[src/hdl/dual_issue_pkg.sv]
package dual_issue_pkg;

    localparam int DATA_W     = 32;
    localparam int REG_ADDR_W = 5;
    localparam int ALU_OP_W   = 4;
    localparam int CREDIT_W   = 2;

    // Internal ALU operations
    localparam logic [ALU_OP_W-1:0] ALU_ADD  = 4'd0;
    localparam logic [ALU_OP_W-1:0] ALU_SUB  = 4'd1;
    localparam logic [ALU_OP_W-1:0] ALU_AND  = 4'd2;
    localparam logic [ALU_OP_W-1:0] ALU_OR   = 4'd3;
    localparam logic [ALU_OP_W-1:0] ALU_XOR  = 4'd4;
    localparam logic [ALU_OP_W-1:0] ALU_NOR  = 4'd5;
    localparam logic [ALU_OP_W-1:0] ALU_SLT  = 4'd6;
    localparam logic [ALU_OP_W-1:0] ALU_SLTU = 4'd7;
    localparam logic [ALU_OP_W-1:0] ALU_SLL  = 4'd8;
    localparam logic [ALU_OP_W-1:0] ALU_SRL  = 4'd9;
    localparam logic [ALU_OP_W-1:0] ALU_SRA  = 4'd10;
    localparam logic [ALU_OP_W-1:0] ALU_LUI  = 4'd11;

    // MIPS opcodes
    localparam logic [5:0] OP_SPECIAL = 6'h00;
    localparam logic [5:0] OP_ADDIU   = 6'h09;
    localparam logic [5:0] OP_SLTI    = 6'h0a;
    localparam logic [5:0] OP_ANDI    = 6'h0c;
    localparam logic [5:0] OP_ORI     = 6'h0d;
    localparam logic [5:0] OP_XORI    = 6'h0e;
    localparam logic [5:0] OP_LUI     = 6'h0f;

    // MIPS funct field of SPECIAL
    localparam logic [5:0] FN_SLL  = 6'h00;
    localparam logic [5:0] FN_SRL  = 6'h02;
    localparam logic [5:0] FN_SRA  = 6'h03;
    localparam logic [5:0] FN_ADDU = 6'h21;
    localparam logic [5:0] FN_SUBU = 6'h23;
    localparam logic [5:0] FN_AND  = 6'h24;
    localparam logic [5:0] FN_OR   = 6'h25;
    localparam logic [5:0] FN_XOR  = 6'h26;
    localparam logic [5:0] FN_NOR  = 6'h27;
    localparam logic [5:0] FN_SLT  = 6'h2a;
    localparam logic [5:0] FN_SLTU = 6'h2b;

    typedef union packed {
        struct packed {
            logic [5:0] opcode;
            logic [4:0] rs;
            logic [4:0] rt;
            logic [4:0] rd;
            logic [4:0] shamt;
            logic [5:0] funct;
        } r;
        struct packed {
            logic [5:0]  opcode;
            logic [4:0]  rs;
            logic [4:0]  rt;
            logic [15:0] imm16;
        } i;
    } inst_word_t;

endpackage

[src/hdl/inst_decoder.sv]
module inst_decoder (
    input  dual_issue_pkg::inst_word_t             inst,
    output logic [dual_issue_pkg::REG_ADDR_W-1:0]  rs,
    output logic [dual_issue_pkg::REG_ADDR_W-1:0]  rt,
    output logic [dual_issue_pkg::REG_ADDR_W-1:0]  dest,
    output logic                                   uses_rs,
    output logic                                   uses_rt,
    output logic                                   wen,
    output logic [dual_issue_pkg::ALU_OP_W-1:0]    alu_op,
    output logic                                   use_imm,
    output logic                                   imm_zero_ext,
    output logic                                   use_shamt,
    output logic [15:0]                            imm16,
    output logic [4:0]                             shamt
);
    import dual_issue_pkg::*;

    logic is_r;
    logic defined;

    // rs and rt sit at the same bits in both formats
    assign is_r  = inst.r.opcode == OP_SPECIAL;
    assign rs    = inst.r.rs;
    assign rt    = inst.r.rt;
    assign dest  = is_r ? inst.r.rd : inst.i.rt;
    assign imm16 = inst.i.imm16;
    assign shamt = inst.r.shamt;
    assign wen   = defined && (dest != '0);

    always_comb begin
        alu_op       = ALU_ADD;
        use_imm      = !is_r;
        imm_zero_ext = 1'b0;
        use_shamt    = 1'b0;
        uses_rs      = 1'b1;
        uses_rt      = is_r;
        defined      = 1'b1;
        if (is_r) begin
            case (inst.r.funct)
                FN_ADDU: alu_op = ALU_ADD;
                FN_SUBU: alu_op = ALU_SUB;
                FN_AND:  alu_op = ALU_AND;
                FN_OR:   alu_op = ALU_OR;
                FN_XOR:  alu_op = ALU_XOR;
                FN_NOR:  alu_op = ALU_NOR;
                FN_SLT:  alu_op = ALU_SLT;
                FN_SLTU: alu_op = ALU_SLTU;
                FN_SLL, FN_SRL, FN_SRA: begin
                    // Fixed shifts only read rt
                    alu_op    = (inst.r.funct == FN_SLL) ? ALU_SLL :
                                (inst.r.funct == FN_SRL) ? ALU_SRL : ALU_SRA;
                    use_shamt = 1'b1;
                    uses_rs   = 1'b0;
                end
                default: defined = 1'b0;
            endcase
        end else begin
            case (inst.i.opcode)
                OP_ADDIU: alu_op = ALU_ADD;
                OP_SLTI:  alu_op = ALU_SLT;
                OP_ANDI, OP_ORI, OP_XORI: begin
                    alu_op       = (inst.i.opcode == OP_ANDI) ? ALU_AND :
                                   (inst.i.opcode == OP_ORI)  ? ALU_OR  : ALU_XOR;
                    imm_zero_ext = 1'b1;
                end
                OP_LUI: begin
                    alu_op  = ALU_LUI;
                    uses_rs = 1'b0;
                end
                default: defined = 1'b0;
            endcase
        end
        // Bubble reads nothing
        if (!defined) begin
            uses_rs = 1'b0;
            uses_rt = 1'b0;
        end
    end

endmodule

[config.mk]
export PLATFORM = sky130hd
export DESIGN_NAME = inst_decoder
export DESIGN_NICKNAME = d
export VERILOG_FILES = /design/src/hdl/dual_issue_pkg.sv /design/src/hdl/inst_decoder.sv
export SDC_FILE = /design/constraint.sdc
export NUM_CORES = 1
export LEC_CHECK = 0
export BUFFER_PORTS_ARGS = -buffer_cell sky130_fd_sc_hd__buf_2
export CORE_UTILIZATION = 35
export DETAILED_ROUTE_END_ITERATION = 8
export PLACE_DENSITY = 0.85
export SYNTH_ARGS = -nofsm -noshare
export SYNTH_HDL_FRONTEND = slang
export SYNTH_SLANG_ARGS = --single-unit
[constraint.sdc]
create_clock -name vclk -period 2.25
set_clock_uncertainty 0.2 [all_clocks]
set_input_delay 0.1125 -clock vclk [all_inputs]
set_output_delay 0.1125 -clock vclk [all_outputs]
set_load 0.02 [all_outputs]
## After elaboration in Yosys (flattened, before gate mapping)

Cells that the tools add are included.

- Flip-flop bits (word level): 0
- Word-level logic and storage cells: 45

- Eq/ne operators: 16
- Multiplexer cells: 20
- Reductions and logical operators: 9

Operators with widths:

| kind | number |
|---|---|
| equality test 6 bit, second input constant | 8 |
| equality test 6 x 4 -> 1 bit, second input constant | 6 |
| case mux 4 bit (8 select lines) | 1 |
| equality test 6 x 2 -> 1 bit, second input constant | 2 |
| logical NOT 6 bit | 2 |
| two-way mux 1 bit | 12 |
| case mux 4 bit (3 select lines) | 1 |
| OR reduction 11 bit | 1 |
| two-way mux 3 bit | 2 |
| OR reduction 3 bit | 2 |
| OR reduction 6 bit | 1 |
| two-way mux 5 bit | 1 |
| nonzero test 5 bit | 1 |
| two-way mux 2 bit | 2 |
| two-way mux 4 bit | 1 |
| logical AND 1 bit | 1 |
| logical NOT 1 bit | 1 |

## Logic depth before layout (Yosys ltp)

- Depth in word-level cells: 5
- Gate-level depth with buffers: 5

## Worst setup path after synthesis

OpenSTA, ideal clock, no wires.

- Kind: input -> output
- Start: input inst[26] in the netlist's numbering
- End: output wen
- Arrival: 1.719 ns
- Data required time: 1.938 ns
- Setup slack: 0.218 ns
- Stages: 5
- Buffers on the path: 1
- Path through: or3_4 or4_4 buf_6 mux2_4 a2bb2oi_1

- Elaborated cells between the ends (all ways): 13
- Classes of those cells: eq/ne (6); mux (3); reduce/logical (4)

RTL lines:

| element | RTL line | source |
|---|---|---|
| from (decl) | inst_decoder.sv:2 | `input dual_issue_pkg::inst_word_t inst,` |
| logical NOT 6 bit | inst_decoder.sv:22 | `assign is_r = inst.r.opcode == OP_SPECIAL;` |
| two-way mux 5 bit | inst_decoder.sv:25 | `assign dest = is_r ? inst.r.rd : inst.i.rt;` |
| net dest (one bit) | inst_decoder.sv:5 | `output logic [dual_issue_pkg::REG_ADDR_W-1:0] dest,` |
| nonzero test 5 bit | inst_decoder.sv:28 | `assign wen = defined && (dest != '0);` |
| logical AND 1 bit | inst_decoder.sv:28 |  |
| to (decl) | inst_decoder.sv:8 | `output logic wen,` |

The timed path passes the listed nets, and every way through them passes these cells.

## Worst setup path in the final report

- Start: input inst[26] in the netlist's numbering
- End: output wen

- Word-level cells in the longest chain between the ends: 5
- Elaborated cells between the ends (all ways): 13
- Classes of those cells: eq/ne (6); mux (3); reduce/logical (4)

Ends and longest elaborated chain:

| element | RTL line | source |
|---|---|---|
| equality test 6 x 4 -> 1 bit | inst_decoder.sv:58 | `case (inst.i.opcode)` |
| OR reduction 6 bit (no source line) | n/a |  |
| two-way mux 1 bit | inst_decoder.sv:58 |  |
| two-way mux 1 bit | inst_decoder.sv:38 | `if (is_r) begin` |
| logical AND 1 bit (*) | inst_decoder.sv:28 |  |

Every way passes the cells marked *; elsewhere a longest branch is shown, timed or not.

==> results list <==
* Run status: completed
- Smallest hold slack: 25.0 ps
- Post-CTS sizing: 0
- Total half-perimeter wirelength after legalization and detailed placement: 1.26 mm
- Post-CTS Hold Buffers: 0
- STA classifies the critical path startpoint as a primary input.
* Register area: 0 um2
- For this run, the slowest stage of the critical path takes 490 ps.
- Based on the critical path, the design can be clocked at up to 0.475 GHz.
- Crit-path max FO: 7
- Counting I/O delays and the setup requirement, the final critical path takes 2110 ps.
- Number of warnings reported in the yosys synthesis log: 0
* Area of the multi-input gates: 374 um2
- Static leakage: 0.389 nW
- Final routed wire length divided by cell count: 11.3 um
- For this block, the initial DRC count from the detailed router was 9.
- Number of max-capacitance violations reported: 0
- Relative to the synthesized area, the layout overhead comes to 9.38%.
- In this run the most critical hold path is launched from inst[21].
- Once the floorplan was initialized, standard cells occupied 37.1% of the core.
* Share of cells above drive strength 1: 61.1%
- Dividing the detail-routed via count by the number of cells gives 4.80.
- Slew at the pin with the worst max-slew slack: 425 ps
- In the finished layout, the clock tree contains a buffer count of 0.
* Relative slew margins: 71.4%
- Post-synthesis cell count: 87
* VDD IR-drop max: 0.0000662 V
- Utilization after layout: 40.6%
* Required time worst endpoint: 1940 ps
- The die covers 2010 um2.
* Final count of hold timing violations: 0
- Largest net degree at the start of global routing: 11
* Crit Path Category: primary input to output port
- In this run the cell area measured after placement is 701 um2.
- Once detail routing completed, the nets flagged for antenna violations numbered 0.
- Among all stages on the critical path, the largest delay is contributed by sky130_fd_sc_hd__or4_4.
- Top Ports: 78
- DR vias: 639
* Worst hold path depth: 0
* Final-layout setup total negative slack: 0 ps
* Post-CTS Setup Repair Bufs: 0
- After routing the design area is 701 um2.
- Fill cells in the final layout number 194.
- Cell area after technology mapping: 641 um2
- For hold timing, the worst endpoint is rs[0].
* Die X: 44.8 um
- First-pass GRT wire length: 2.19 mm
* Total power: 0.000129 W
* Number of nets in the final layout: 142
- Classification of the worst-slack hold path: primary input to output port
- The floorplan has 15 rows.
- Number of distinct standard cells referenced by the synthesized netlist: 34
- The routed design has 1.50 mm of wire.
* Num sequential: 0
- Setup violations remaining at the end of the flow were counted as 0.
* Number of remaining DRC errors: 0
- The number of antenna violations at the first check in global routing came to 0.
- Global placement routability congestion: 0.774
- Final global-route overflow total: 0
* Via count of the first global-routing pass: 519
- Core Box Area: 1730 um2
- Count of input and output buffers: 53
* Number of search-and-repair iterations in the first detailed-routing pass: 3
* Final cycle utilization of the critical path: 93.6%
- 0 antenna diodes ended up in the layout.
- Sequence of cells on the critical path: buf_2, or3_4, or4_4, mux2_4, a2bb2oi_1, buf_2
- Register area share after synthesis: 0%
* Most common cell type on the critical path: sky130_fd_sc_hd__buf_2
- When the netlist entered floorplanning its net count stood at 119.
* Worst path arrival time: 1790 ps
- Height of the die: 44.8 um
- Each instance of the synthesized netlist takes up on average 7.36 um2.
- Power per cell area: 184 nW/um2
* Final number of max-transition violations: 0
* Crit path capture type: output port
- Aggregate global-route resource usage: 13.6%
- Setup repair after global routing left no endpoint under its margin.
==> synthesized netlist by cell type, drive strengths merged <==
| cell | count | area (um2) |
|---|---|---|
| nor2 | 1 | 3.75 |
| a32oi | 1 | 8.76 |
| xor2 | 1 | 8.76 |
| xnor2 | 2 | 17.5 |
| inv | 4 | 15.0 |
| a22o | 1 | 8.76 |
| nor3 | 2 | 10.0 |
| buf | 32 | 244 |
| nand2b | 1 | 6.26 |
| and3 | 1 | 6.26 |
| nand2 | 2 | 7.51 |
| mux2i | 1 | 10.0 |
| mux2 | 6 | 71.3 |
| a211o | 1 | 8.76 |
| clkbuf | 2 | 7.51 |
| nor4 | 2 | 12.5 |
| a21oi | 3 | 15.0 |
| o21ai | 6 | 30.0 |
| nor3b | 3 | 22.5 |
| and4 | 2 | 17.5 |
| nor2b | 1 | 6.26 |
| a2bb2oi | 1 | 8.76 |
| a2111oi | 1 | 8.76 |
| a21o | 1 | 7.51 |
| or4 | 2 | 18.8 |
| nand3 | 2 | 10.0 |
| a221oi | 1 | 8.76 |
| and2b | 1 | 8.76 |
| or3 | 1 | 11.3 |
| a41o | 1 | 11.3 |
| or3b | 1 | 8.76 |
==> cell families after synthesis <==
logic type	after synthesis	share of synthesized area, %
and+or+nand+nor	22	23.4
buffers and inverters	38	41.6
AOI/OAI and AO/OA	17	18.2
xor gates and xnor gates	3	4.10
muxes	7	12.7
==> critical path: cells and delay by family <==
kind | cells | cell delay (ps)
mux | 1 | 330
buf+inv | 2 | 310
compound gates | 1 | 150
simple gates | 2 | 880
==> cells in the final DEF, fill, tap and decap left out, types with 2 or more instances in the layout <==
| master | count |
|---|---|
| sky130_fd_sc_hd__and4_1 | 2 |
| sky130_fd_sc_hd__mux2_2 | 5 |
| sky130_fd_sc_hd__a21oi_1 | 3 |
| sky130_fd_sc_hd__nand2_1 | 2 |
| sky130_fd_sc_hd__buf_2 | 53 |
| sky130_fd_sc_hd__inv_1 | 4 |
| sky130_fd_sc_hd__xnor2_1 | 2 |
| sky130_fd_sc_hd__nand3_1 | 2 |
| sky130_fd_sc_hd__o21ai_0 | 6 |
| sky130_fd_sc_hd__nor3b_1 | 3 |
| sky130_fd_sc_hd__buf_4 | 2 |
| sky130_fd_sc_hd__nor4_1 | 2 |
| sky130_fd_sc_hd__nor3_1 | 2 |
==> through the flow <==
stage | instances | setup WS (ps)
after floorplan | 87 | 218
after global placement | 133 | 177
after detailed placement | 133 | 152
after CTS | 133 | 154
after global routing | 133 | 101
final | 133 | 144
==> metal layers <==
| metal | GRT usage, % | share of wire (%) | up-vias |
|---|---|---|---|
| met5 | 0 | 0 | - |
| met4 | 2.42 | 0 | 0 |
| met3 | 0.800 | 3.9 | 0 |
| met2 | 22.9 | 51 | 18 |
| met1 | 19.3 | 45 | 296 |
| li1 | - | - | 325 |
==> where the power goes <==
part,internal [W],switching (W),total [W]
Combinational,0.0000527,0.0000760,0.000129
Sequential,0,0,0
Clock,0,0,0
Total,0.0000527,0.0000760,0.000129
==> worst max path at each step <==
stage	from	end	slack [ps]
after floorplan	inst[26]	wen	220
after global placement	inst[26]	wen	180
after detailed placement	inst[26]	wen	150
after CTS	inst[26]	wen	150
after global routing	inst[26]	wen	100
final	inst[26]	wen	140
==> area by class of cell <==
| type | instances | area share [%] |
|---|---|---|
| Tap cell | 25 | 4.46 |
| Multi-Input combinational cell | 49 | 53.4 |
| Timing Repair Buffer | 55 | 40.0 |
| Inverter | 4 | 2.14 |
No activity file was read; power rests on OpenSTA's default activity.
