--- config.mk ---
export PLATFORM = sky130hd
export DESIGN_NAME = issue_ctrl
export DESIGN_NICKNAME = d
export VERILOG_FILES = /design/src/hdl/dual_issue_pkg.sv /design/src/hdl/issue_ctrl.sv
export SDC_FILE = /design/constraint.sdc
export NUM_CORES = 1
export LEC_CHECK = 0
export BUFFER_PORTS_ARGS = -buffer_cell sky130_fd_sc_hd__buf_2
export CAP_MARGIN = 25
export CORE_AREA = 2 2 39 41
export DETAILED_ROUTE_END_ITERATION = 8
export DIE_AREA = 0 0 41 43
export PLACE_DENSITY = 0.36
export RECOVER_POWER = 100
export SLEW_MARGIN = 5
export SYNTH_ARGS = -nofsm -noshare
export SYNTH_HDL_FRONTEND = slang
export SYNTH_SLANG_ARGS = --single-unit
export TNS_END_PERCENT = 5
--- constraint.sdc ---
create_clock -name vclk -period 3
set_input_delay 0.6 -clock vclk [all_inputs]
set_output_delay 0.6 -clock vclk [all_outputs]
set_load 0.01 [all_outputs]
--- src/hdl/dual_issue_pkg.sv ---
package dual_issue_pkg;

    localparam int DATA_W     = 32;
    localparam int REG_ADDR_W = 5;
    localparam int ALU_OP_W   = 4;
    localparam int CREDIT_W   = 2;

    // Internal ALU operations
    localparam logic [ALU_OP_W-1:0] ALU_ADD  = 4'd0;
    localparam logic [ALU_OP_W-1:0] ALU_SUB  = 4'd1;
    localparam logic [ALU_OP_W-1:0] ALU_AND  = 4'd2;
    localparam logic [ALU_OP_W-1:0] ALU_OR   = 4'd3;
    localparam logic [ALU_OP_W-1:0] ALU_XOR  = 4'd4;
    localparam logic [ALU_OP_W-1:0] ALU_NOR  = 4'd5;
    localparam logic [ALU_OP_W-1:0] ALU_SLT  = 4'd6;
    localparam logic [ALU_OP_W-1:0] ALU_SLTU = 4'd7;
    localparam logic [ALU_OP_W-1:0] ALU_SLL  = 4'd8;
    localparam logic [ALU_OP_W-1:0] ALU_SRL  = 4'd9;
    localparam logic [ALU_OP_W-1:0] ALU_SRA  = 4'd10;
    localparam logic [ALU_OP_W-1:0] ALU_LUI  = 4'd11;

    // MIPS opcodes
    localparam logic [5:0] OP_SPECIAL = 6'h00;
    localparam logic [5:0] OP_ADDIU   = 6'h09;
    localparam logic [5:0] OP_SLTI    = 6'h0a;
    localparam logic [5:0] OP_ANDI    = 6'h0c;
    localparam logic [5:0] OP_ORI     = 6'h0d;
    localparam logic [5:0] OP_XORI    = 6'h0e;
    localparam logic [5:0] OP_LUI     = 6'h0f;

    // MIPS funct field of SPECIAL
    localparam logic [5:0] FN_SLL  = 6'h00;
    localparam logic [5:0] FN_SRL  = 6'h02;
    localparam logic [5:0] FN_SRA  = 6'h03;
    localparam logic [5:0] FN_ADDU = 6'h21;
    localparam logic [5:0] FN_SUBU = 6'h23;
    localparam logic [5:0] FN_AND  = 6'h24;
    localparam logic [5:0] FN_OR   = 6'h25;
    localparam logic [5:0] FN_XOR  = 6'h26;
    localparam logic [5:0] FN_NOR  = 6'h27;
    localparam logic [5:0] FN_SLT  = 6'h2a;
    localparam logic [5:0] FN_SLTU = 6'h2b;

    typedef union packed {
        struct packed {
            logic [5:0] opcode;
            logic [4:0] rs;
            logic [4:0] rt;
            logic [4:0] rd;
            logic [4:0] shamt;
            logic [5:0] funct;
        } r;
        struct packed {
            logic [5:0]  opcode;
            logic [4:0]  rs;
            logic [4:0]  rt;
            logic [15:0] imm16;
        } i;
    } inst_word_t;

endpackage

--- src/hdl/issue_ctrl.sv ---
module issue_ctrl (
    input  logic                                   head0_valid,
    input  logic                                   head1_valid,
    input  logic                                   master_wen,
    input  logic [dual_issue_pkg::REG_ADDR_W-1:0]  master_dest,
    input  logic [dual_issue_pkg::REG_ADDR_W-1:0]  slave_rs,
    input  logic [dual_issue_pkg::REG_ADDR_W-1:0]  slave_rt,
    input  logic                                   slave_uses_rs,
    input  logic                                   slave_uses_rt,
    output logic                                   issue_master,
    output logic                                   issue_slave
);

    logic raw_hazard;

    // Slave reading the master result must wait a cycle
    assign raw_hazard = master_wen &&
                        ((slave_uses_rs && (slave_rs == master_dest)) ||
                         (slave_uses_rt && (slave_rt == master_dest)));

    assign issue_master = head0_valid;
    assign issue_slave  = head0_valid && head1_valid && !raw_hazard;

endmodule

# == After elaboration in Yosys (flattened, before gate mapping) ==
# Index checks and enable logic that the tools add are counted.
# totals
output_inout_bits,2
wordCells,9
reg_bits,0
inputBits,20
# op_classes
n_reduce_logical,7
n_eq_ne,2
# op_table
operator,n
$eq 5x5->1,2
$logic_and 1x1->1,5
$logic_not 1->1,1
$logic_or 1x1->1,1

# == Longest topological paths before layout ==
# Gate-level depths: netlist of run 1.
# logic_depth
depth_word,6
depth_mapped,4
depth_no_buf,4

# == Least setup slack after synthesis of run 1 ==
# Ideal clock, no wire load.
# synth_path
path_type,in2out
startpoint,input master_dest[0] in the netlist's numbering
endpoint,output issue_slave
setup_slack_ns,1.078
n_path_buf,0
arrival_ns,1.322
t_required_ns,2.400
path_stages,4
cell_sequence,xor2_1 -> nor4_1 -> nand4_1 -> and4_1
# synth_via
elab_chain_cells,6
word_cells_on_any_way,8
cone_classes,eq/ne (2); reduce/logical (6)
# synth_lines
item,line,text
from (decl),issue_ctrl.sv:5,"input logic [dual_issue_pkg::REG_ADDR_W-1:0] master_dest,"
"$eq 5x5->1, on equally long branches","issue_ctrl.sv:18, issue_ctrl.sv:19",
"$logic_and 1x1->1, on equally long branches","issue_ctrl.sv:18, issue_ctrl.sv:19",
$logic_or 1x1->1 (*),issue_ctrl.sv:18,((slave_uses_rs && (slave_rs == master_dest)) ||
$logic_and 1x1->1 (*),issue_ctrl.sv:17,assign raw_hazard = master_wen &&
$logic_not 1->1 (*),issue_ctrl.sv:22,assign issue_slave = head0_valid && head1_valid && !raw_hazard;
$logic_and 1x1->1 (*),issue_ctrl.sv:22,
to (decl),issue_ctrl.sv:11,output logic issue_slave
# Every way passes the cells marked *; elsewhere a longest branch is shown, timed or not.

# == Worst setup path in the final report of run 1 ==
# Same ends and word-level chain as after synthesis.

==> results of run 1 <==
==> cell type report <==
cell class	count	area, µm²	share of cell area, %
Multi-Input combinational cell	15	121	48.7
Tap cell	16	20.0	8.04
Timing Repair Buffer	22	108	43.2
==> cells in the mapped netlist (all sizes together) <==
cell type	instances
buf	1
nand4	2
xor2	8
nor4	2
xnor2	2
and4	1
==> worst max-delay path, delay by kind of cell <==
family	cells	cell delay, ns
and+or+nand+nor	3	0.65
buffers and inverters	2	0.24
xor gates and xnor gates	1	0.15
==> where the power goes <==
part           internal (µW)  switching, µW
logic                   16.9           13.2
registers                  0              0
clock network              0              0
==> cell families after synthesis <==
| group | Yosys count | share of synthesized area, % |
|---|---|---|
| xor+xnor | 10 | 68.0 |
| buf+inv | 1 | 5.83 |
| simple gates | 5 | 26.2 |
==> worst min-delay path by stage <==
stage | startpoint | endpoint | slack (ns) | depth (start not counted)
floorplan | head0_valid | issue_master | 1.29 | 1
detailed placement | head0_valid | issue_master | 1.42 | 2
CTS | head0_valid | issue_master | 1.42 | 2
global placement | head0_valid | issue_master | 1.41 | 2
global route | head0_valid | issue_master | 1.45 | 2
finish | head0_valid | issue_master | 1.43 | 2
==> per-stage QoR <==
step | setup slack [ns] | area [µm²] | hold WS (ns)
5_1_grt | 0.634 | 249 | 1.45
6_report | 0.763 | 249 | 1.43
3_5_place_dp | 0.731 | 251 | 1.42
4_1_cts | 0.727 | 251 | 1.42
3_3_place_gp | 0.755 | 251 | 1.41
2_1_floorplan | 1.08 | 129 | 1.29
==> layer usage <==
| layer | up-vias | wire length [µm] | track usage, % |
|---|---|---|---|
| li1 | 99 | - | - |
| met1 | 71 | 245 | 10.1 |
| met2 | 22 | 160 | 7.81 |
| met3 | 0 | 79 | 0.524 |
| met4 | 0 | 0 | 0 |
| met5 | - | 0 | 0 |
==> insert_results.sql, run 1 <==
INSERT INTO impl_metrics (metric_group, metric, value, unit) VALUES
('cts', 'cts.repair.resized', '0', ''),
('floorplan', 'floorplan.io_pins', '22', ''),
('cells_and_area', 'flow.area_growth_from_synthesis', '93.2', '%'),
('sta', 'timing.final.max_slew_violations', '0', ''),
('setup_path', 'cp_max_fo', '2', ''),
('setup_path', 'timing.critical_path.to', 'issue_slave', ''),
('grt', 'track_usage', '5.79', '%'),
('cells_and_area', 'layout.area.seq', '0', 'µm²'),
('grt', 'grt_start_max_net_pins', '3', ''),
('setup_path', 'critPathRequiredTime', '2.40', 'ns'),
('placement', 'dpl.cell_count', '53', ''),
('floorplan', 'core.rowCount', '14', ''),
('cells_and_area', 'layout-drive-gt1-share', '54.1', '%'),
('cells_and_area', 'num_antenna_cells', '0', ''),
('status', 'status', 'complete, no violations', ''),
('floorplan', 'area_of_the_die', '0.00176', 'mm²'),
('setup_path', 'worst_setup_path_end_kind', 'primary output', ''),
('setup_path', 'arrival', '1.64', 'ns'),
('cells_and_area', 'flops_and_latches', '0', ''),
('synth', 'netlist.top_cell.by_area', 'sky130_fd_sc_hd__xor2_1', ''),
('synth', 'syn-num-nets', '36', ''),
('floorplan', 'floorplan.initialDensity', '9.31', '%'),
('pwr', 'totalPowerFinal', '30.0', 'µW'),
('setup_path', 'setup.worst_path.start', 'master_dest[0]', ''),
('pwr', 'power.static_leakage', '0.000124', 'µW'),
('cells_and_area', 'final_common_cell', 'sky130_fd_sc_hd__buf_2', ''),
('sta', 'hold_violations', '0', ''),
('cells_and_area', 'finish.cell_count_without_fillers', '53', ''),
('placement', 'place.gp.congestion', '0.587', ''),
('floorplan', 'dieHeight', '43', 'µm'),
('route', 'dr_total_vias', '192', ''),
('sta', 'layout_worst_path_cycle_share', '74.6', '%'),
('route', 'wl_per_cell', '9.17', 'µm'),
('route', 'drt.antenna.violating_nets', '0', ''),
('sta', 'worstMarginPinSlew', '0.310', 'ns'),
('cts', 'postCtsHoldBufs', '0', ''),
('cells_and_area', 'fraction_of_the_core_area_covered_by_cells_at_the_end_of_the_flow', '18.0', '%'),
('sta', 'setup_violations', '0', ''),
('floorplan', 'core', '0.00138', 'mm²'),
('cts', 'postCtsSetupRepairBufs', '0', ''),
('synth', 'post_synth_num_cell_types', '6', ''),
('grt', 'globalRouteOverflowTotal', '0', ''),
('grt', 'grt_pass1_vias', '181', ''),
('hold_path', 'worstHoldPathType', 'primary input to primary output', ''),
('grt', 'first_pass_grt_wire_length', '717', 'µm'),
('cells_and_area', 'final_nets', '59', ''),
('route', 'route.detailed.drc', '0', ''),
('synth', 'syn_inst', '16', ''),
('synth', 'synth.yosys.seq_area_share', '0', '%'),
('sta', 'unrepaired_setup_endpoints_after_global_routing', 'false', ''),
('cells_and_area', 'final.clkbuf_count', '0', ''),
('route', 'vias_per_instance', '3.62', ''),
('cells_and_area', 'final_cell_mix', '20 x sky130_fd_sc_hd__buf_2, 8 x sky130_fd_sc_hd__xor2_1', ''),
('route', 'wl', '486', 'µm'),
('setup_path', 'max_stage_delay', '0.31', 'ns'),
('synth', 'synth_area_per_cell', '8.05', 'µm²'),
('sta', 'relSlewSlack', '79.2', '%'),
('sta', 'achievable-frequency', '447', 'MHz'),
('placement', 'port_buffers', '22', ''),
('grt', 'grt_antenna_before_repair', '0', ''),
('job', 'max_cap_viol', '0', ''),
('pwr', 'ir_worst_vdd', '33.5', 'µV'),
('floorplan', 'die-width', '41', 'µm'),
('synth', 'yosysTopAreaCellShare', '54.4', '%'),
('setup_path', 'critical-path-slowest-cell', 'sky130_fd_sc_hd__nor4_1', ''),
('route', 'drtPass1Iterations', '1', ''),
('synth', 'post_synth_instance_area', '129', 'µm²'),
('synth', 'top_cells_by_area_in_the_synthesized_netlist', 'sky130_fd_sc_hd__xor2_1 54%, sky130_fd_sc_hd__xnor2_1 14%, sky130_fd_sc_hd__nand4_1 9.7%', ''),
('cells_and_area', 'fillers', '157', ''),
('pwr', 'power.density_cell_area', '121', 'mW/mm²'),
('setup_path', 'setup.worst_path.class', 'primary input to primary output', ''),
('sta', 'fin_tns_setup', '0', 'ns'),
('setup_path', 'cell_chain_of_the_critical_path', 'buf_2, xor2_1, nor4_1, nand4_1, and4_1, clkbuf_1', ''),
('route', 'drt_iter0_markers', '0', ''),
('synth', 'ys_warns', '0', ''),
('sta', 'period_needed', '2.24', 'ns'),
('setup_path', 'crit_path_start_kind', 'primary input', '');
No activity file was read; power rests on OpenSTA's default activity.
==> inputs of run 2 (changes only) <==
--- a/config.mk
+++ b/config.mk
@@ -5,12 +5,13 @@
 export SDC_FILE = /design/constraint.sdc
 export NUM_CORES = 1
 export LEC_CHECK = 0
+export ABC_AREA = 1
 export BUFFER_PORTS_ARGS = -buffer_cell sky130_fd_sc_hd__buf_2
 export CAP_MARGIN = 25
 export CORE_AREA = 2 2 39 41
 export DETAILED_ROUTE_END_ITERATION = 8
 export DIE_AREA = 0 0 41 43
-export PLACE_DENSITY = 0.36
+export PLACE_DENSITY = 0.45
 export RECOVER_POWER = 100
 export SLEW_MARGIN = 5
 export SYNTH_ARGS = -nofsm -noshare
==> constraint.sdc (replaced) <==
create_clock -name vclk -period 1.87
set_input_delay 0.374 -clock vclk [all_inputs]
set_output_delay 0.374 -clock vclk [all_outputs]
set_load 0.01 [all_outputs]
==> insert_results.sql, run 2 <==
INSERT INTO impl_metrics (metric_group, metric, value, unit) VALUES
('placement', 'dpl.cell_count', '93', ''),
('route', 'drt_iter0_markers', '3', ''),
('cells_and_area', 'fillers', '176', ''),
('synth', 'area_fraction_in_and_or_nand_and_nor_cells_after_synthesis', '68.9', '%'),
('sta', 'setup_violations', '0', ''),
('placement', 'port_buffers', '22', ''),
('status', 'status', 'complete, no violations', ''),
('floorplan', 'core', '0.00138', 'mm²'),
('floorplan', 'core.rowCount', '14', ''),
('sta', 'achievable-frequency', '688', 'MHz'),
('setup_path', 'crit_path_start_kind', 'primary input', ''),
('cells_and_area', 'num_antenna_cells', '0', ''),
('synth', 'syn_inst', '56', ''),
('grt', 'globalRouteOverflowTotal', '0', ''),
('cells_and_area', 'layout-drive-gt1-share', '27.3', '%'),
('synth', 'combinational_family_with_the_most_area_after_synthesis', 'simple AND/OR/NAND/NOR gates', ''),
('setup_path', 'cell_chain_of_the_critical_path', 'buf_2, inv_1, nand2_1, nand2_1, nor2_1, nand3_1, nand2_1, a21oi_2, clkbuf_1', ''),
('setup_path', 'critical-path-slowest-cell', 'sky130_fd_sc_hd__clkbuf_1', ''),
('placement', 'dp_hpwl', '530', 'µm'),
('cells_and_area', 'final_nets', '99', ''),
('route', 'wl', '570', 'µm'),
('setup_path', 'max_stage_delay', '0.15', 'ns'),
('cells_and_area', 'final_common_cell', 'sky130_fd_sc_hd__nand2_1', ''),
('setup_path', 'arrival', '1.08', 'ns'),
('pwr', 'power.density_cell_area', '175', 'mW/mm²'),
('job', 'max_cap_viol', '0', ''),
('synth', 'synthMostInstantiatedCell', 'sky130_fd_sc_hd__nand2_1', ''),
('floorplan', 'floorplan.initialDensity', '16.0', '%'),
('hold_path', 'worstHoldPathType', 'primary input to primary output', ''),
('sta', 'relSlewSlack', '91.2', '%'),
('sta', 'layout_worst_path_cycle_share', '77.7', '%'),
('route', 'wl_per_cell', '6.13', 'µm'),
('grt', 'grt_pass1_vias', '235', ''),
('setup_path', 'setup.worst_path.class', 'primary input to primary output', ''),
('pwr', 'ir_worst_vdd', '42.7', 'µV'),
('cells_and_area', 'layout.area.seq', '0', 'µm²'),
('synth', 'netlist.top_cell.by_area', 'sky130_fd_sc_hd__nand2_1', ''),
('setup_path', 'worst_setup_path_end_kind', 'primary output', ''),
('cells_and_area', 'final_cell_mix', '30 x sky130_fd_sc_hd__nand2_1, 20 x sky130_fd_sc_hd__buf_2, 14 x sky130_fd_sc_hd__inv_1, 8 x sky130_fd_sc_hd__nor2_1', ''),
('cts', 'cts.repair.resized', '0', ''),
('cts', 'postCtsSetupRepairBufs', '0', ''),
('floorplan', 'area_of_the_die', '0.00176', 'mm²'),
('cells_and_area', 'flops_and_latches', '0', ''),
('route', 'dr_total_vias', '339', ''),
('synth', 'syn-num-nets', '76', ''),
('synth', 'synth.top_cells.by_count', '30 x sky130_fd_sc_hd__nand2_1, 14 x sky130_fd_sc_hd__inv_1, 8 x sky130_fd_sc_hd__nor2_1', ''),
('sta', 'unrepaired_setup_endpoints_after_global_routing', 'false', ''),
('synth', 'top_cells_by_area_in_the_synthesized_netlist', 'sky130_fd_sc_hd__nand2_1 51%, sky130_fd_sc_hd__inv_1 24%, sky130_fd_sc_hd__nor2_1 14%', ''),
('cells_and_area', 'finish.cell_count_without_fillers', '93', ''),
('cells_and_area', 'flow.area_growth_from_synthesis', '54.2', '%'),
('sta', 'hold_violations', '0', ''),
('grt', 'track_usage', '5.29', '%'),
('route', 'drt.antenna.violating_nets', '0', ''),
('cells_and_area', 'final.clkbuf_count', '0', ''),
('sta', 'timing.final.max_slew_violations', '0', ''),
('setup_path', 'crit_path_frequent_cell', 'sky130_fd_sc_hd__nand2_1', ''),
('synth', 'synth_compound_gate_area_share', '3.95', '%'),
('synth', 'ys_warns', '0', ''),
('floorplan', 'floorplan.io_pins', '22', ''),
('cells_and_area', 'fraction_of_the_core_area_covered_by_cells_at_the_end_of_the_flow', '24.7', '%'),
('setup_path', 'critPathRequiredTime', '1.50', 'ns'),
('pwr', 'power.static_leakage', '0.000264', 'µW'),
('sta', 'worstMarginPinSlew', '0.132', 'ns'),
('floorplan', 'die-width', '41', 'µm'),
('cells_and_area', 'multi_input_area', '161', 'µm²'),
('synth', 'synth_mux_area_share', '0', '%'),
('synth', 'yosysTopAreaCellShare', '50.8', '%'),
('synth', 'synth_adder_area_share', '0', '%'),
('sta', 'period_needed', '1.45', 'ns'),
('floorplan', 'dieHeight', '43', 'µm'),
('synth', 'synth_area_per_cell', '3.95', 'µm²'),
('placement', 'place.gp.congestion', '0.727', ''),
('synth', 'post_synth_xor_area_fraction', '0', '%'),
('route', 'route.detailed.drc', '0', ''),
('sta', 'fin_tns_setup', '0', 'ns'),
('synth', 'synth.yosys.seq_area_share', '0', '%'),
('route', 'drtPass1Iterations', '4', ''),
('cts', 'postCtsHoldBufs', '0', ''),
('synth', 'post_synth_instance_area', '221', 'µm²'),
('grt', 'grt_start_max_net_pins', '4', ''),
('setup_path', 'cp_max_fo', '3', ''),
('route', 'vias_per_instance', '3.65', ''),
('grt', 'grt_antenna_before_repair', '0', ''),
('grt', 'first_pass_grt_wire_length', '696', 'µm'),
('synth', 'post_synth_num_cell_types', '6', '');
-- run 2: cell families after synthesis --
logic type,count (synthesis)
buffers and inverters,15
AOI/OAI and AO/OA,1
and+or+nand+nor,40
-- run 2: cell type report --
| cell class | instances | share of cell area [%] |
|---|---|---|
| inverter | 14 | 15.4 |
| multi-input combinational | 41 | 47.3 |
| tap | 16 | 5.86 |
| timing repair buffer | 22 | 31.5 |
-- run 2: final timing paths --
kind | slack, ns | startpoint | endpoint | cells past startpoint
max | 0.42 | master_dest[0] | issue_slave | 9
min | 0.97 | head0_valid | issue_master | 2
-- run 2: power breakdown --
part           internal (µW)  leakage (µW)  switching (µW)
Clock                      0             0               0
Sequential                 0             0               0
Combinational           29.0      0.000264            30.8
-- run 2: per-layer routing --
metal / track usage, % / vias to the layer above / part of all wire, %
met5: 0 / - / 0
met4: 0 / 0 / 0
met3: 0 / 0 / 9.1
met2: 11.9 / 12 / 49
met1: 4.75 / 129 / 42
li1: - / 198 / -
-- run 2: metrics by stage --
stage / worst slack (ns) / total power (µW) / hold WS [ns] / area [µm²]
4_1_cts: 0.432 / 61.3 / 0.948 / 344
3_3_place_gp: 0.443 / 60.3 / 0.947 / 344
2_1_floorplan: 0.663 / 31.5 / 0.799 / 221
5_1_grt: 0.294 / 68.5 / 0.998 / 342
3_5_place_dp: 0.435 / 61.0 / 0.948 / 344
6_report: 0.417 / 59.8 / 0.966 / 342
-- run 2: critical path: cells and delay by family --
family                 cells  cell delay (ns)
buffers and inverters      3             0.32
AND/OR/NAND/NOR            5             0.28
AO/OA/AOI/OAI              1             0.10
