File: src/hdl/dual_issue_pkg.sv
package dual_issue_pkg;

    localparam int DATA_W     = 32;
    localparam int REG_ADDR_W = 5;
    localparam int ALU_OP_W   = 4;
    localparam int CREDIT_W   = 2;

    // Internal ALU operations
    localparam logic [ALU_OP_W-1:0] ALU_ADD  = 4'd0;
    localparam logic [ALU_OP_W-1:0] ALU_SUB  = 4'd1;
    localparam logic [ALU_OP_W-1:0] ALU_AND  = 4'd2;
    localparam logic [ALU_OP_W-1:0] ALU_OR   = 4'd3;
    localparam logic [ALU_OP_W-1:0] ALU_XOR  = 4'd4;
    localparam logic [ALU_OP_W-1:0] ALU_NOR  = 4'd5;
    localparam logic [ALU_OP_W-1:0] ALU_SLT  = 4'd6;
    localparam logic [ALU_OP_W-1:0] ALU_SLTU = 4'd7;
    localparam logic [ALU_OP_W-1:0] ALU_SLL  = 4'd8;
    localparam logic [ALU_OP_W-1:0] ALU_SRL  = 4'd9;
    localparam logic [ALU_OP_W-1:0] ALU_SRA  = 4'd10;
    localparam logic [ALU_OP_W-1:0] ALU_LUI  = 4'd11;

    // MIPS opcodes
    localparam logic [5:0] OP_SPECIAL = 6'h00;
    localparam logic [5:0] OP_ADDIU   = 6'h09;
    localparam logic [5:0] OP_SLTI    = 6'h0a;
    localparam logic [5:0] OP_ANDI    = 6'h0c;
    localparam logic [5:0] OP_ORI     = 6'h0d;
    localparam logic [5:0] OP_XORI    = 6'h0e;
    localparam logic [5:0] OP_LUI     = 6'h0f;

    // MIPS funct field of SPECIAL
    localparam logic [5:0] FN_SLL  = 6'h00;
    localparam logic [5:0] FN_SRL  = 6'h02;
    localparam logic [5:0] FN_SRA  = 6'h03;
    localparam logic [5:0] FN_ADDU = 6'h21;
    localparam logic [5:0] FN_SUBU = 6'h23;
    localparam logic [5:0] FN_AND  = 6'h24;
    localparam logic [5:0] FN_OR   = 6'h25;
    localparam logic [5:0] FN_XOR  = 6'h26;
    localparam logic [5:0] FN_NOR  = 6'h27;
    localparam logic [5:0] FN_SLT  = 6'h2a;
    localparam logic [5:0] FN_SLTU = 6'h2b;

    typedef union packed {
        struct packed {
            logic [5:0] opcode;
            logic [4:0] rs;
            logic [4:0] rt;
            logic [4:0] rd;
            logic [4:0] shamt;
            logic [5:0] funct;
        } r;
        struct packed {
            logic [5:0]  opcode;
            logic [4:0]  rs;
            logic [4:0]  rt;
            logic [15:0] imm16;
        } i;
    } inst_word_t;

endpackage

File: src/hdl/inst_queue.sv
module inst_queue #(
    parameter int QUEUE_DEPTH = 8
) (
    input  logic                                 clk,
    input  logic                                 rst,
    input  logic                                 inst_valid,
    input  dual_issue_pkg::inst_word_t           inst_data,
    input  logic                                 pop_master,
    input  logic                                 pop_slave,
    output dual_issue_pkg::inst_word_t           head0,
    output dual_issue_pkg::inst_word_t           head1,
    output logic                                 head0_valid,
    output logic                                 head1_valid,
    output logic [dual_issue_pkg::CREDIT_W-1:0]  inst_credit
);
    import dual_issue_pkg::*;

    localparam int PTR_W = $clog2(QUEUE_DEPTH);

    inst_word_t          mem [QUEUE_DEPTH];
    logic [PTR_W-1:0]    rd_ptr;
    logic [PTR_W-1:0]    wr_ptr;
    logic [PTR_W:0]      count;
    logic [CREDIT_W-1:0] pop_count;

    assign pop_count = CREDIT_W'(pop_master) + CREDIT_W'(pop_slave);

    // Oldest two entries
    assign head0       = mem[rd_ptr];
    assign head1       = mem[rd_ptr + PTR_W'(1)];
    assign head0_valid = count != '0;
    assign head1_valid = count > (PTR_W+1)'(1);

    always_ff @(posedge clk) begin
        if (inst_valid) begin
            mem[wr_ptr] <= inst_data;
        end
    end

    always_ff @(posedge clk) begin
        if (rst) begin
            rd_ptr      <= '0;
            wr_ptr      <= '0;
            count       <= '0;
            inst_credit <= '0;
        end else begin
            rd_ptr      <= rd_ptr + PTR_W'(pop_count);
            wr_ptr      <= wr_ptr + PTR_W'(inst_valid);
            count       <= count + (PTR_W+1)'(inst_valid) - (PTR_W+1)'(pop_count);
            // Freed slots go back to the sender next cycle
            inst_credit <= pop_count;
        end
    end

endmodule

File: config.mk
export PLATFORM = sky130hd
export DESIGN_NAME = inst_queue
export DESIGN_NICKNAME = d
export VERILOG_FILES = /design/src/hdl/dual_issue_pkg.sv /design/src/hdl/inst_queue.sv
export SDC_FILE = /design/constraint.sdc
export NUM_CORES = 1
export LEC_CHECK = 0
export BUFFER_PORTS_ARGS = -buffer_cell sky130_fd_sc_hd__buf_2
export CAP_MARGIN = 5
export CORE_UTILIZATION = 50
export CTS_BUF_LIST = sky130_fd_sc_hd__clkbuf_16
export DETAILED_ROUTE_END_ITERATION = 7
export PLACE_DENSITY = 0.69
export SLEW_MARGIN = 5
export SYNTH_ARGS = -nofsm -noshare
export SYNTH_HDL_FRONTEND = slang
export SYNTH_SLANG_ARGS = --single-unit
export TNS_END_PERCENT = 20
File: constraint.sdc
create_clock -name clk -period 4.11 [get_ports clk]
set_input_delay 0.822 -clock clk [delete_from_list [all_inputs] [get_ports clk]]
set_output_delay 0.822 -clock clk [all_outputs]
set_load 0.02 [all_outputs]
# Yosys cells after proc, flatten, opt, wreduce, memory -nomap -nowiden

Memories as Yosys holds them, arrays and structs flattened. A register that Yosys moved wholly into a read port is not among the register bits.
Cells that the tools add are included.

Flip-flop bits (word level): 12
Latch bits: 0
RAM bits: 256
Bits in read-only memories: 0
Input port bits: 37
Output and inout port bits: 68
Logic and storage cells: 16
Memories: 1

Memory list:

| name | words | bits a word | read ports | clocked after memory_dff | write ports | line             | text |
|---|---|---|---|---|---|---|---|
| mem  | 8     | 32          | 2          | 1                        | 1           | inst_queue.sv:20 | `inst_word_t mem [QUEUE_DEPTH];` |

Add/subtract/negate cells: 6
Multiply operators: 0
Divide/modulo/power cells: 0
Order comparisons: 1
Equal/unequal tests: 0
Shift operators: 0
Muxes and demuxes: 3
Bitwise gates (word level): 0
Reduce and logical (&&, ||, !) cells: 1

Operators with widths:

| kind                | count |
|---|---|
| $add 4x1->4         | 1 |
| $gt 4x1->1 const B  | 1 |
| $reduce_bool 4->1   | 1 |
| $sub 4x2->4         | 1 |
| $add 3x1->3         | 1 |
| $add 3x1->3 const B | 1 |
| $add 3x2->3         | 1 |
| $mux 3              | 1 |
| $add 1x1->2         | 1 |
| $mux 1              | 2 |

# Longest topological paths before layout

Gate-level depths: netlist (run 1).

Depth in word-level cells: 3
Depth in mapped cells: 8
Mapped depth without buffers: 8

# Least setup slack after synthesis (run 1)

Ideal clock, no wire load.

Kind: input-to-reg
From: input port inst_valid
To: memory mem[0][0] (netlist name) (enable)
Library setup time: 461 ps
Data arrival time: 3122 ps
Required time: 3649 ps
Setup slack: 527 ps
Stages on the path: 2
Buffers on the path: 0
Cell sequence: nand2b_1 > nor3_1

Cells in the longest elaborated chain, start to end: 2

RTL lines:

| element                      | line             | text |
|---|---|---|
| start, declared              | inst_queue.sv:6  | `input logic inst_valid,` |
| $mux 1                       | inst_queue.sv:35 | `if (inst_valid) begin` |
| $mux 1 (implied by the code) | inst_queue.sv:36 | `mem[wr_ptr] <= inst_data;` |
| end, declared                | inst_queue.sv:20 |  |

Every way passes these cells.

==> metrics, run 1 <==
worst slew pin tran 0.788 ns; CP max FO 108; Initial Utilization 0.515; Startpoint Class register; DRC violations left 0; # rows 56; TNS Setup 0 ns; chip width 158 um; syn_nets 609; top-count cell post-synth edfxtp_1; fin util 0.592; insertion delay to the later sink of the worst-skew pair 0.53 ns; number of setup buffers added after CTS 0; clock power share 0.318; Hold Vio Cnt, Final 0; Worst Hold Path EP mem[1][18]$_DFFE_PP_; Wirelength per Cell 24.9 um; RSZ-0062 raised after global routing no; flops & latches, synth 268; first drt pass iteration count 4; fmax 267 MHz; overall die height 158 um; Avg Synthesized Cell Area 21.9 sq um; placer congestion estimate 0.773; largest net degree at the start of global routing 109; WL final 25300 um; Syn Inst Count 558; Clock H-tree levels 1; top cell type by total area after synthesis edfxtp_1; Flop pwr share 0.425; Max Buffers Root-to-Sink 3; Net Sw Frac 0.274; CP top delay family multiplexers; I/O pins 105; Critical Path RT 3.29 ns; Hold-fix buffers, CTS 0; worst reg-to-reg path cell count 3; IO Port Bufs 104; R2R setup slack 2.16 ns; Synth top cells by count 256 x edfxtp_1, 124 x mux4_2, 65 x mux2_2; cells along the critical path buf_12 -> mux4_2 -> mux2_2 -> buf_2; WP buf/inv 2; Final Max Tran Viols 0; Avg Vias per Cell 6.01; sequential-to-total area share from yosys stat 0.648; Final min period 3.75 ns; hold_sp inst_data[18]; CP Capture Type output pin; # clock sinks 268; PwrDens 526 mW/mm^2; stages on the worst setup path 4; top_reg_cell synth edfxtp_1; total congestion overflow 0; PostCTS Resize Cnt 0; combinational share of power 0.256; slowest stage cell, crit path dfxtp_4; initial antenna violation count 3; RR Startpoint wr_ptr[2]$_SDFF_PP0_; relative slew slack 0.474; dpl cells 964; Post-synth EDFFs 256; Static Leak 4.64 nW; Hold WC Path Type input pin to register; status finished, final reports clean; synth-to-layout area growth 15.1%; Final setup violation count 0; synthesized cell area 0.0122 sq mm; fraction of layout cells with a size suffix above 1 0.521; Worst VDD drop 0.351 mV; Clk pin slew, worst setup/hold paths 0.06 ns; crit path DAT 2.92 ns; vias in the first global route 6556; Worst Skew 0.00545 ns; final hold slack 0.551 ns; global-route usage over all layers 0.212; yosys warns 0; Die ar. 0.0251 sq mm; vias post-DR 6122; CORE AREA 0.0238 sq mm; area share of the largest cell type after synthesis 0.629; total CTS buffers 28; nets 726; Hold Path Depth 1; R2R Path End mem[7][14]$_DFFE_PP_; Async SR Flop Fraction 0; top cells by area, synth edfxtp_1 63%, mux4_2 23%, mux2_2 6.0%, dfxtp_1 2.0%, ha_1 1.3%; Post-DP HPWL 15500 um; root buffer cell clkbuf_16; CP Class register to output pin; crit-path max cell delay 0.60 ns; Final period util 0.911; Detailed Route Iter0 Violations 448; Yosys cell types 23; CTS tree built; P_int 0.00538 W; first-pass GRT wire length 38700 um; Max-cap violations 0; post-route ant nets 0; Layout Cells excl Fill 1018; Psw 0.00203 W
worst max-delay path by stage:
| stage | to | slack [ns] | start |
|---|---|---|---|
| 6_report | head1[28] | 0.36 | rd_ptr[0]$_SDFF_PP0_ |
| 5_1_grt | head1[11] | 0.28 | rd_ptr[0]$_SDFF_PP0_ |
| 4_1_cts | head1[11] | 0.38 | rd_ptr[0]$_SDFF_PP0_ |
| 3_5_place_dp | head1[28] | 0.97 | rd_ptr[0]$_SDFF_PP0_ |
| 3_3_place_gp | head1[28] | 0.99 | rd_ptr[0]$_SDFF_PP0_ |
| 2_1_floorplan | mem[0][0]$_DFFE_PP_ | 0.53 | inst_valid |
registers in the layout (all words and copies together), names as in the netlist:
| signal | cells |
|---|---|
| inst_credit | 2 |
| rd_ptr | 3 |
| mem | 256 |
| count | 4 |
| wr_ptr | 3 |
cell type report:
type | count | area (sq um)
tap | 319 | 399
timing repair buffer | 123 | 713
multi-input combinational | 247 | 4120
fill | 1703 | 9680
sequential | 268 | 7940
inverter | 7 | 26.3
antenna | 2 | 5.00
clock inverter | 23 | 146
clock buffer | 29 | 726
power by group through the flow:
stage          Clock, W  Combinational [W]  Sequential [W]
2_1_floorplan         0            0.00144         0.00317
3_3_place_gp          0            0.00189         0.00320
3_5_place_dp          0            0.00191         0.00321
4_1_cts         0.00241            0.00193         0.00315
5_1_grt         0.00251            0.00204         0.00316
6_report        0.00236            0.00190         0.00315
per-stage QoR:
stage	total power [W]	instance area, sq um	worst slack [ns]
2_1_floorplan	0.00461	12200	0.527
3_3_place_gp	0.00509	13200	0.985
3_5_place_dp	0.00512	13200	0.967
4_1_cts	0.00749	14100	0.382
5_1_grt	0.00771	14100	0.276
6_report	0.00741	14100	0.364
cell usage in the layout, fill, tap and decap left out, drive strengths merged:
master,instances
nand2,3
clkbuf,29
nor3,2
fa,1
nor2b,9
xor2,4
mux2,65
diode,2
mux4,128
a21o,2
inv,16
ha,13
xnor2,2
a21oi,3
dfxtp,12
edfxtp,256
nand2b,3
bufinv,2
nor2,12
buf,123
clkinv,12
cell families after synthesis:
| family | count (synthesis) | synth area share |
|---|---|---|
| AOI/OAI and AO/OA | 5 | 0.00246 |
| muxes | 193 | 0.297 |
| and+or+nand+nor | 29 | 0.0116 |
| xor gates and xnor gates | 6 | 0.00430 |
| buffers and inverters | 43 | 0.0216 |
| DFF | 268 | 0.648 |
| adders and majority gates | 14 | 0.0149 |
layer usage:
metal,GRT usage,share of wire,up-vias
met5,0,0.00051,-
li1,-,-,2639
met3,0.0367,0.048,48
met4,0.0618,0.022,2
met1,0.283,0.41,3249
met2,0.359,0.51,184
Note: power is estimated with default switching activity, not from simulation.
==> run 2, diff against run 1 <==
==> constraint.sdc (replaced) <==
create_clock -name clk -period 4.11 [get_ports clk]
set_input_delay 0.411 -clock clk [delete_from_list [all_inputs] [get_ports clk]]
set_output_delay 0.411 -clock clk [all_outputs]
set_load 0.02 [all_outputs]
==> metrics, run 2 (same netlist as run 1, synthesis figures left out) <==
status finished, final reports clean; cells along the critical path ha_4 -> mux4_2 -> mux2_2 -> buf_2; Largest Register mem; TNS Setup 0 ns (unchanged); nets 720 (-0.83%); Avg Vias per Cell 6.00 (-0.28%); Static Leak 4.59 nW (-1.0%); CP Capture Type output pin; Initial Utilization 0.515 (unchanged); fillers 1676 (-1.6%); global-route usage over all layers 0.208 (-0.00439); Hold WC Path Type input pin to register; number of setup buffers added after CTS 0 (unchanged); DP Area 0.0132 sq mm (-0.34%); most common cell after layout, fill and taps aside edfxtp_1; # clock sinks 268 (unchanged); vias in the first global route 6388 (-2.6%); crit path DAT 2.73 ns (-0.19 ns); Post-DP HPWL 14600 um (-6.2%); IO Port Bufs 104 (unchanged); fmax 319 MHz (+19%); placer congestion estimate 0.753 (-2.6%); # rows 56 (unchanged); Largest regs mem: 256 flops, count: 4 flops; WP buf/inv 1 (-1); relative slew slack 0.256 (-0.219); CP top delay family adder cells; DRC violations left 0 (unchanged); Final period util 0.764 (-0.148); CTS tree built; RSZ-0062 raised after global routing no; Detailed Route Iter0 Violations 355 (-21%); WL final 25200 um (-0.39%); Hold Vio Cnt, Final 0 (unchanged); Startpoint Class register; total congestion overflow 0 (unchanged); I/O pins 105 (unchanged); CP max FO 64 (-41%); chip width 158 um (unchanged); CP Class register to output pin; most frequent cells in the layout 256 x edfxtp_1, 124 x mux4_2, 104 x buf_2, 65 x mux2_2, 29 x clkbuf_16; largest net degree at the start of global routing 130 (+19%); Final Max Tran Viols 0 (unchanged); Largest register FFs 256 (unchanged); slowest stage cell, crit path ha_4; crit-path max cell delay 0.91 ns (+0.31 ns); Worst Skew 0.0116 ns (+0.00619 ns); insertion delay to the later sink of the worst-skew pair 0.54 ns (about the same); Worst VDD drop 0.339 mV (-3.5%); Final min period 3.14 ns (-0.607 ns); first drt pass iteration count 4 (unchanged); Clk pin slew, worst setup/hold paths 0.06 ns (about the same); Clock H-tree levels 1 (unchanged); Hold-fix buffers, CTS 0 (unchanged); first-pass GRT wire length 37700 um (-2.6%); Wirelength per Cell 25.0 um (+0.50%); root buffer cell clkbuf_16; Max-cap violations 0 (unchanged); Critical Path RT 3.70 ns (+0.41 ns); synth-to-layout area growth 14.9%; fraction of layout cells with a size suffix above 1 0.519 (-0.00196); Final setup violation count 0 (unchanged); initial antenna violation count 2 (-1); Die ar. 0.0251 sq mm (unchanged); total CTS buffers 28 (unchanged); PwrDens 533 mW/mm^2 (+1.3%); overall die height 158 um (unchanged); worst slew pin tran 1.11 ns (+0.322 ns); CORE AREA 0.0238 sq mm (unchanged); Max Buffers Root-to-Sink 3 (unchanged); post-route ant nets 0 (unchanged); vias post-DR 6051 (-1.2%); final instance area 0.0141 sq mm (-0.16%); n_diodes 0 (-2); PostCTS Resize Cnt 0 (unchanged)
## run 2: cell types whose count changed in the layout (fill, tap and decap cells not counted), sizes merged
cell	delta
bufinv	+1
diode	-2
clkinv	+1
buf	-6
clkinvlp	+2
inv	-5
## run 2: path summary, 6_finish.rpt
path                                      startpoint  slack [ns]              endpoint  depth (start not counted)
worst max-delay path            rd_ptr[1]$_SDFF_PP0_        0.97             head1[16]                          4
worst min-delay path                    inst_data[8]        0.14   mem[1][8]$_DFFE_PP_                          1
worst max register to register  wr_ptr[1]$_SDFF_PP0_        1.89   mem[2][8]$_DFFE_PP_                          3
worst min register to register  wr_ptr[2]$_SDFF_PP0_        0.62  wr_ptr[2]$_SDFF_PP0_                          2
## run 2: power breakdown
| part | internal (W) | switching, W | leakage (nW) |
|---|---|---|---|
| Clock | 0.00145 | 0.000997 | 0.451 |
| Sequential | 0.00308 | 0.0000440 | 2.43 |
| Combinational | 0.000906 | 0.00101 | 1.71 |
## run 2: area by class of cell
class | instances | area [sq um] | share of cell area
clock inverter | 22 | 174 | 0.0124
sequential | 268 | 7940 | 0.565
multi-input combinational | 247 | 4120 | 0.293
clock buffer | 29 | 726 | 0.0516
timing repair buffer | 117 | 668 | 0.0476
tap | 319 | 399 | 0.0284
inverter | 7 | 26.3 | 0.00187
## run 2: metal layers
metal,track usage,share of wire,wire length [um]
met1,0.282,0.41,10500
met2,0.352,0.52,13000
met3,0.0338,0.055,1380
met4,0.0531,0.013,335
met5,0,0.0011,27
## run 2: stage by stage
| stage | setup WS [ns] | hold slack [ns] | instances | power, W | util |
|---|---|---|---|---|---|
| after detailed placement | 1.50 | 0.598 | 958 | 0.00512 | 0.554 |
| after CTS | 0.930 | 0.127 | 1009 | 0.00757 | 0.592 |
| after global placement | 1.52 | 0.579 | 958 | 0.00508 | 0.554 |
| final | 0.971 | 0.139 | 1009 | 0.00749 | 0.592 |
| after global routing | 0.878 | 0.139 | 1009 | 0.00780 | 0.592 |
| after floorplan | 0.938 | 0.483 | 558 | 0.00461 | - |
==> run 3, diff against run 2 <==
clock period = 3 ns   (was 4.11 ns; I/O delays follow)
==> metrics, run 3 (same netlist as run 1, synthesis figures left out) <==
CORE AREA 0.0238 sq mm (unchanged); Final Max Tran Viols 0 (unchanged); crit path DAT 2.57 ns (-0.16 ns); overall die height 158 um (unchanged); Worst Skew 0.00652 ns (-0.00512 ns); status finished, final reports clean; Initial Utilization 0.515 (unchanged); WL final 25100 um (-0.31%); Wirelength per Cell 24.7 um (-1.0%); GR Util met1 0.267 (-0.0145); Post-Place Setup Slack 0.672 ns (-0.827 ns); met3 Track Usage GR 0.0278 (-0.00599); initial antenna violation count 1 (-1); Clk pin slew, worst setup/hold paths 0.06 ns (about the same); Hold-fix buffers, CTS 0 (unchanged); Hold WC Path Type input pin to register; DRC violations left 0 (unchanged); Detailed Route Iter0 Violations 383 (+7.9%); FF+latch area 0.00794 sq mm (unchanged); global-route usage over all layers 0.208 (+0.000270); Max-cap violations 0 (unchanged); n_diodes 0 (unchanged); Static Leak 4.66 nW (+1.6%); Post-DP HPWL 15500 um (+6.2%); PwrDens 728 mW/mm^2 (+37%); CP Capture Type output pin; insertion delay to the later sink of the worst-skew pair 0.54 ns (about the same); CP top delay family multiplexers; final instance area 0.0142 sq mm (+0.89%); synth-to-layout area growth 15.9%; Largest register FFs 256 (unchanged); most common cell after layout, fill and taps aside edfxtp_1; number of setup buffers added after CTS 0 (unchanged); # clock sinks 268 (unchanged); Clock H-tree levels 1 (unchanged); PostCTS Resize Cnt 0 (unchanged); slowest stage cell, crit path ha_4; GR peak layer met2; IO Port Bufs 104 (unchanged); WP buf/inv 2 (+1); most frequent cells in the layout 256 x edfxtp_1, 124 x mux4_2, 104 x buf_2, 65 x mux2_2, 28 x clkbuf_16; Max Buffers Root-to-Sink 3 (unchanged); Hold Vio Cnt, Final 0 (unchanged); Avg Vias per Cell 5.96 (-0.69%); Worst VDD drop 0.459 mV (+35%); placer congestion estimate 0.748 (-0.69%); crit-path max cell delay 0.48 ns (-0.43 ns); DP Area 0.0133 sq mm (+0.83%); CTS tree built; total congestion overflow 0 (unchanged); worst slew pin tran 0.656 ns (-0.455 ns); vias in the first global route 6485 (+1.5%); Final period util 0.957; largest net degree at the start of global routing 93 (-28%); Pwr Total 0.0103 W (+38%); PnR worst setup slack 0.129 ns (-0.842 ns); Critical Path RT 2.70 ns (-1.00 ns); Largest regs mem: 256 flops, count: 4 flops; vias post-DR 6051 (unchanged); Final setup violation count 0 (unchanged); CP Class register to output pin; post-route ant nets 0 (unchanged); fraction of layout cells with a size suffix above 1 0.525 (+0.00627); fillers 1709 (+2.0%); cells along the critical path ha_4 -> buf_4 -> mux4_2 -> mux2_2 -> buf_2; RSZ-0062 raised after global routing no; TNS Setup 0 ns (unchanged); # rows 56 (unchanged); area of the multi-input gates 0.00413 sq mm (+0.15%); Final min period 2.87 ns; CP max FO 21 (-67%); chip width 158 um (unchanged); fin util 0.597 (+0.00527); first drt pass iteration count 4 (unchanged); I/O pins 105 (unchanged); fmax 348 MHz; relative slew slack 0.563 (+0.307); first-pass GRT wire length 38000 um (+0.57%); Startpoint Class register; Largest Register mem; root buffer cell clkbuf_16; met2 GRT Util 0.373 (+0.0203); Die ar. 0.0251 sq mm (unchanged); total CTS buffers 28 (unchanged); nets 727 (+0.97%)
[run 3: worst paths after layout]
kind | start | endpoint | slack [ns] | depth (start not counted)
worst max-delay path | rd_ptr[0]$_SDFF_PP0_ | head1[13] | 0.13 | 5
worst min-delay path | inst_data[17] | mem[2][17]$_DFFE_PP_ | 0.03 | 1
worst max register to register | wr_ptr[1]$_SDFF_PP0_ | mem[5][6]$_DFFE_PP_ | 1.15 | 3
worst min register to register | wr_ptr[2]$_SDFF_PP0_ | wr_ptr[2]$_SDFF_PP0_ | 0.67 | 2
[run 3: cell type report]
class                   count  share of cell area
clock buffers              28              0.0494
clock inverters            23              0.0152
inverters                   7             0.00185
multi-input cells         247               0.291
flip-flops and latches    268               0.560
well taps                 319              0.0282
repair buffers            124              0.0544
[run 3: metrics by stage]
stage	instances	hold slack, ns
after floorplan	558	0.372
after global placement	965	0.556
after detailed placement	965	0.564
after CTS	1016	0.00373
after global routing	1016	0.0155
final	1016	0.0273
[run 3: where the power goes]
group | leakage [nW] | switching (W) | total [W] | internal [W]
logic | 1.76 | 0.00139 | 0.00265 | 0.00125
registers | 2.43 | 0.0000617 | 0.00429 | 0.00422
clock network | 0.477 | 0.00136 | 0.00339 | 0.00203
total | 4.66 | 0.00281 | 0.0103 | 0.00751
[run 3: metal layers]
layer,vias to the layer above,part of all wire
met5,-,0.00048
met2,139,0.54
li1,2642,-
met1,3235,0.40
met3,33,0.041
met4,2,0.015
[run 3: worst reg2reg max path, stage by stage, from the launching register on]
cell	delay, ns
dfxtp_1	0.33
nand2b_1	0.33
nor2_4	0.54
buf_4	0.33
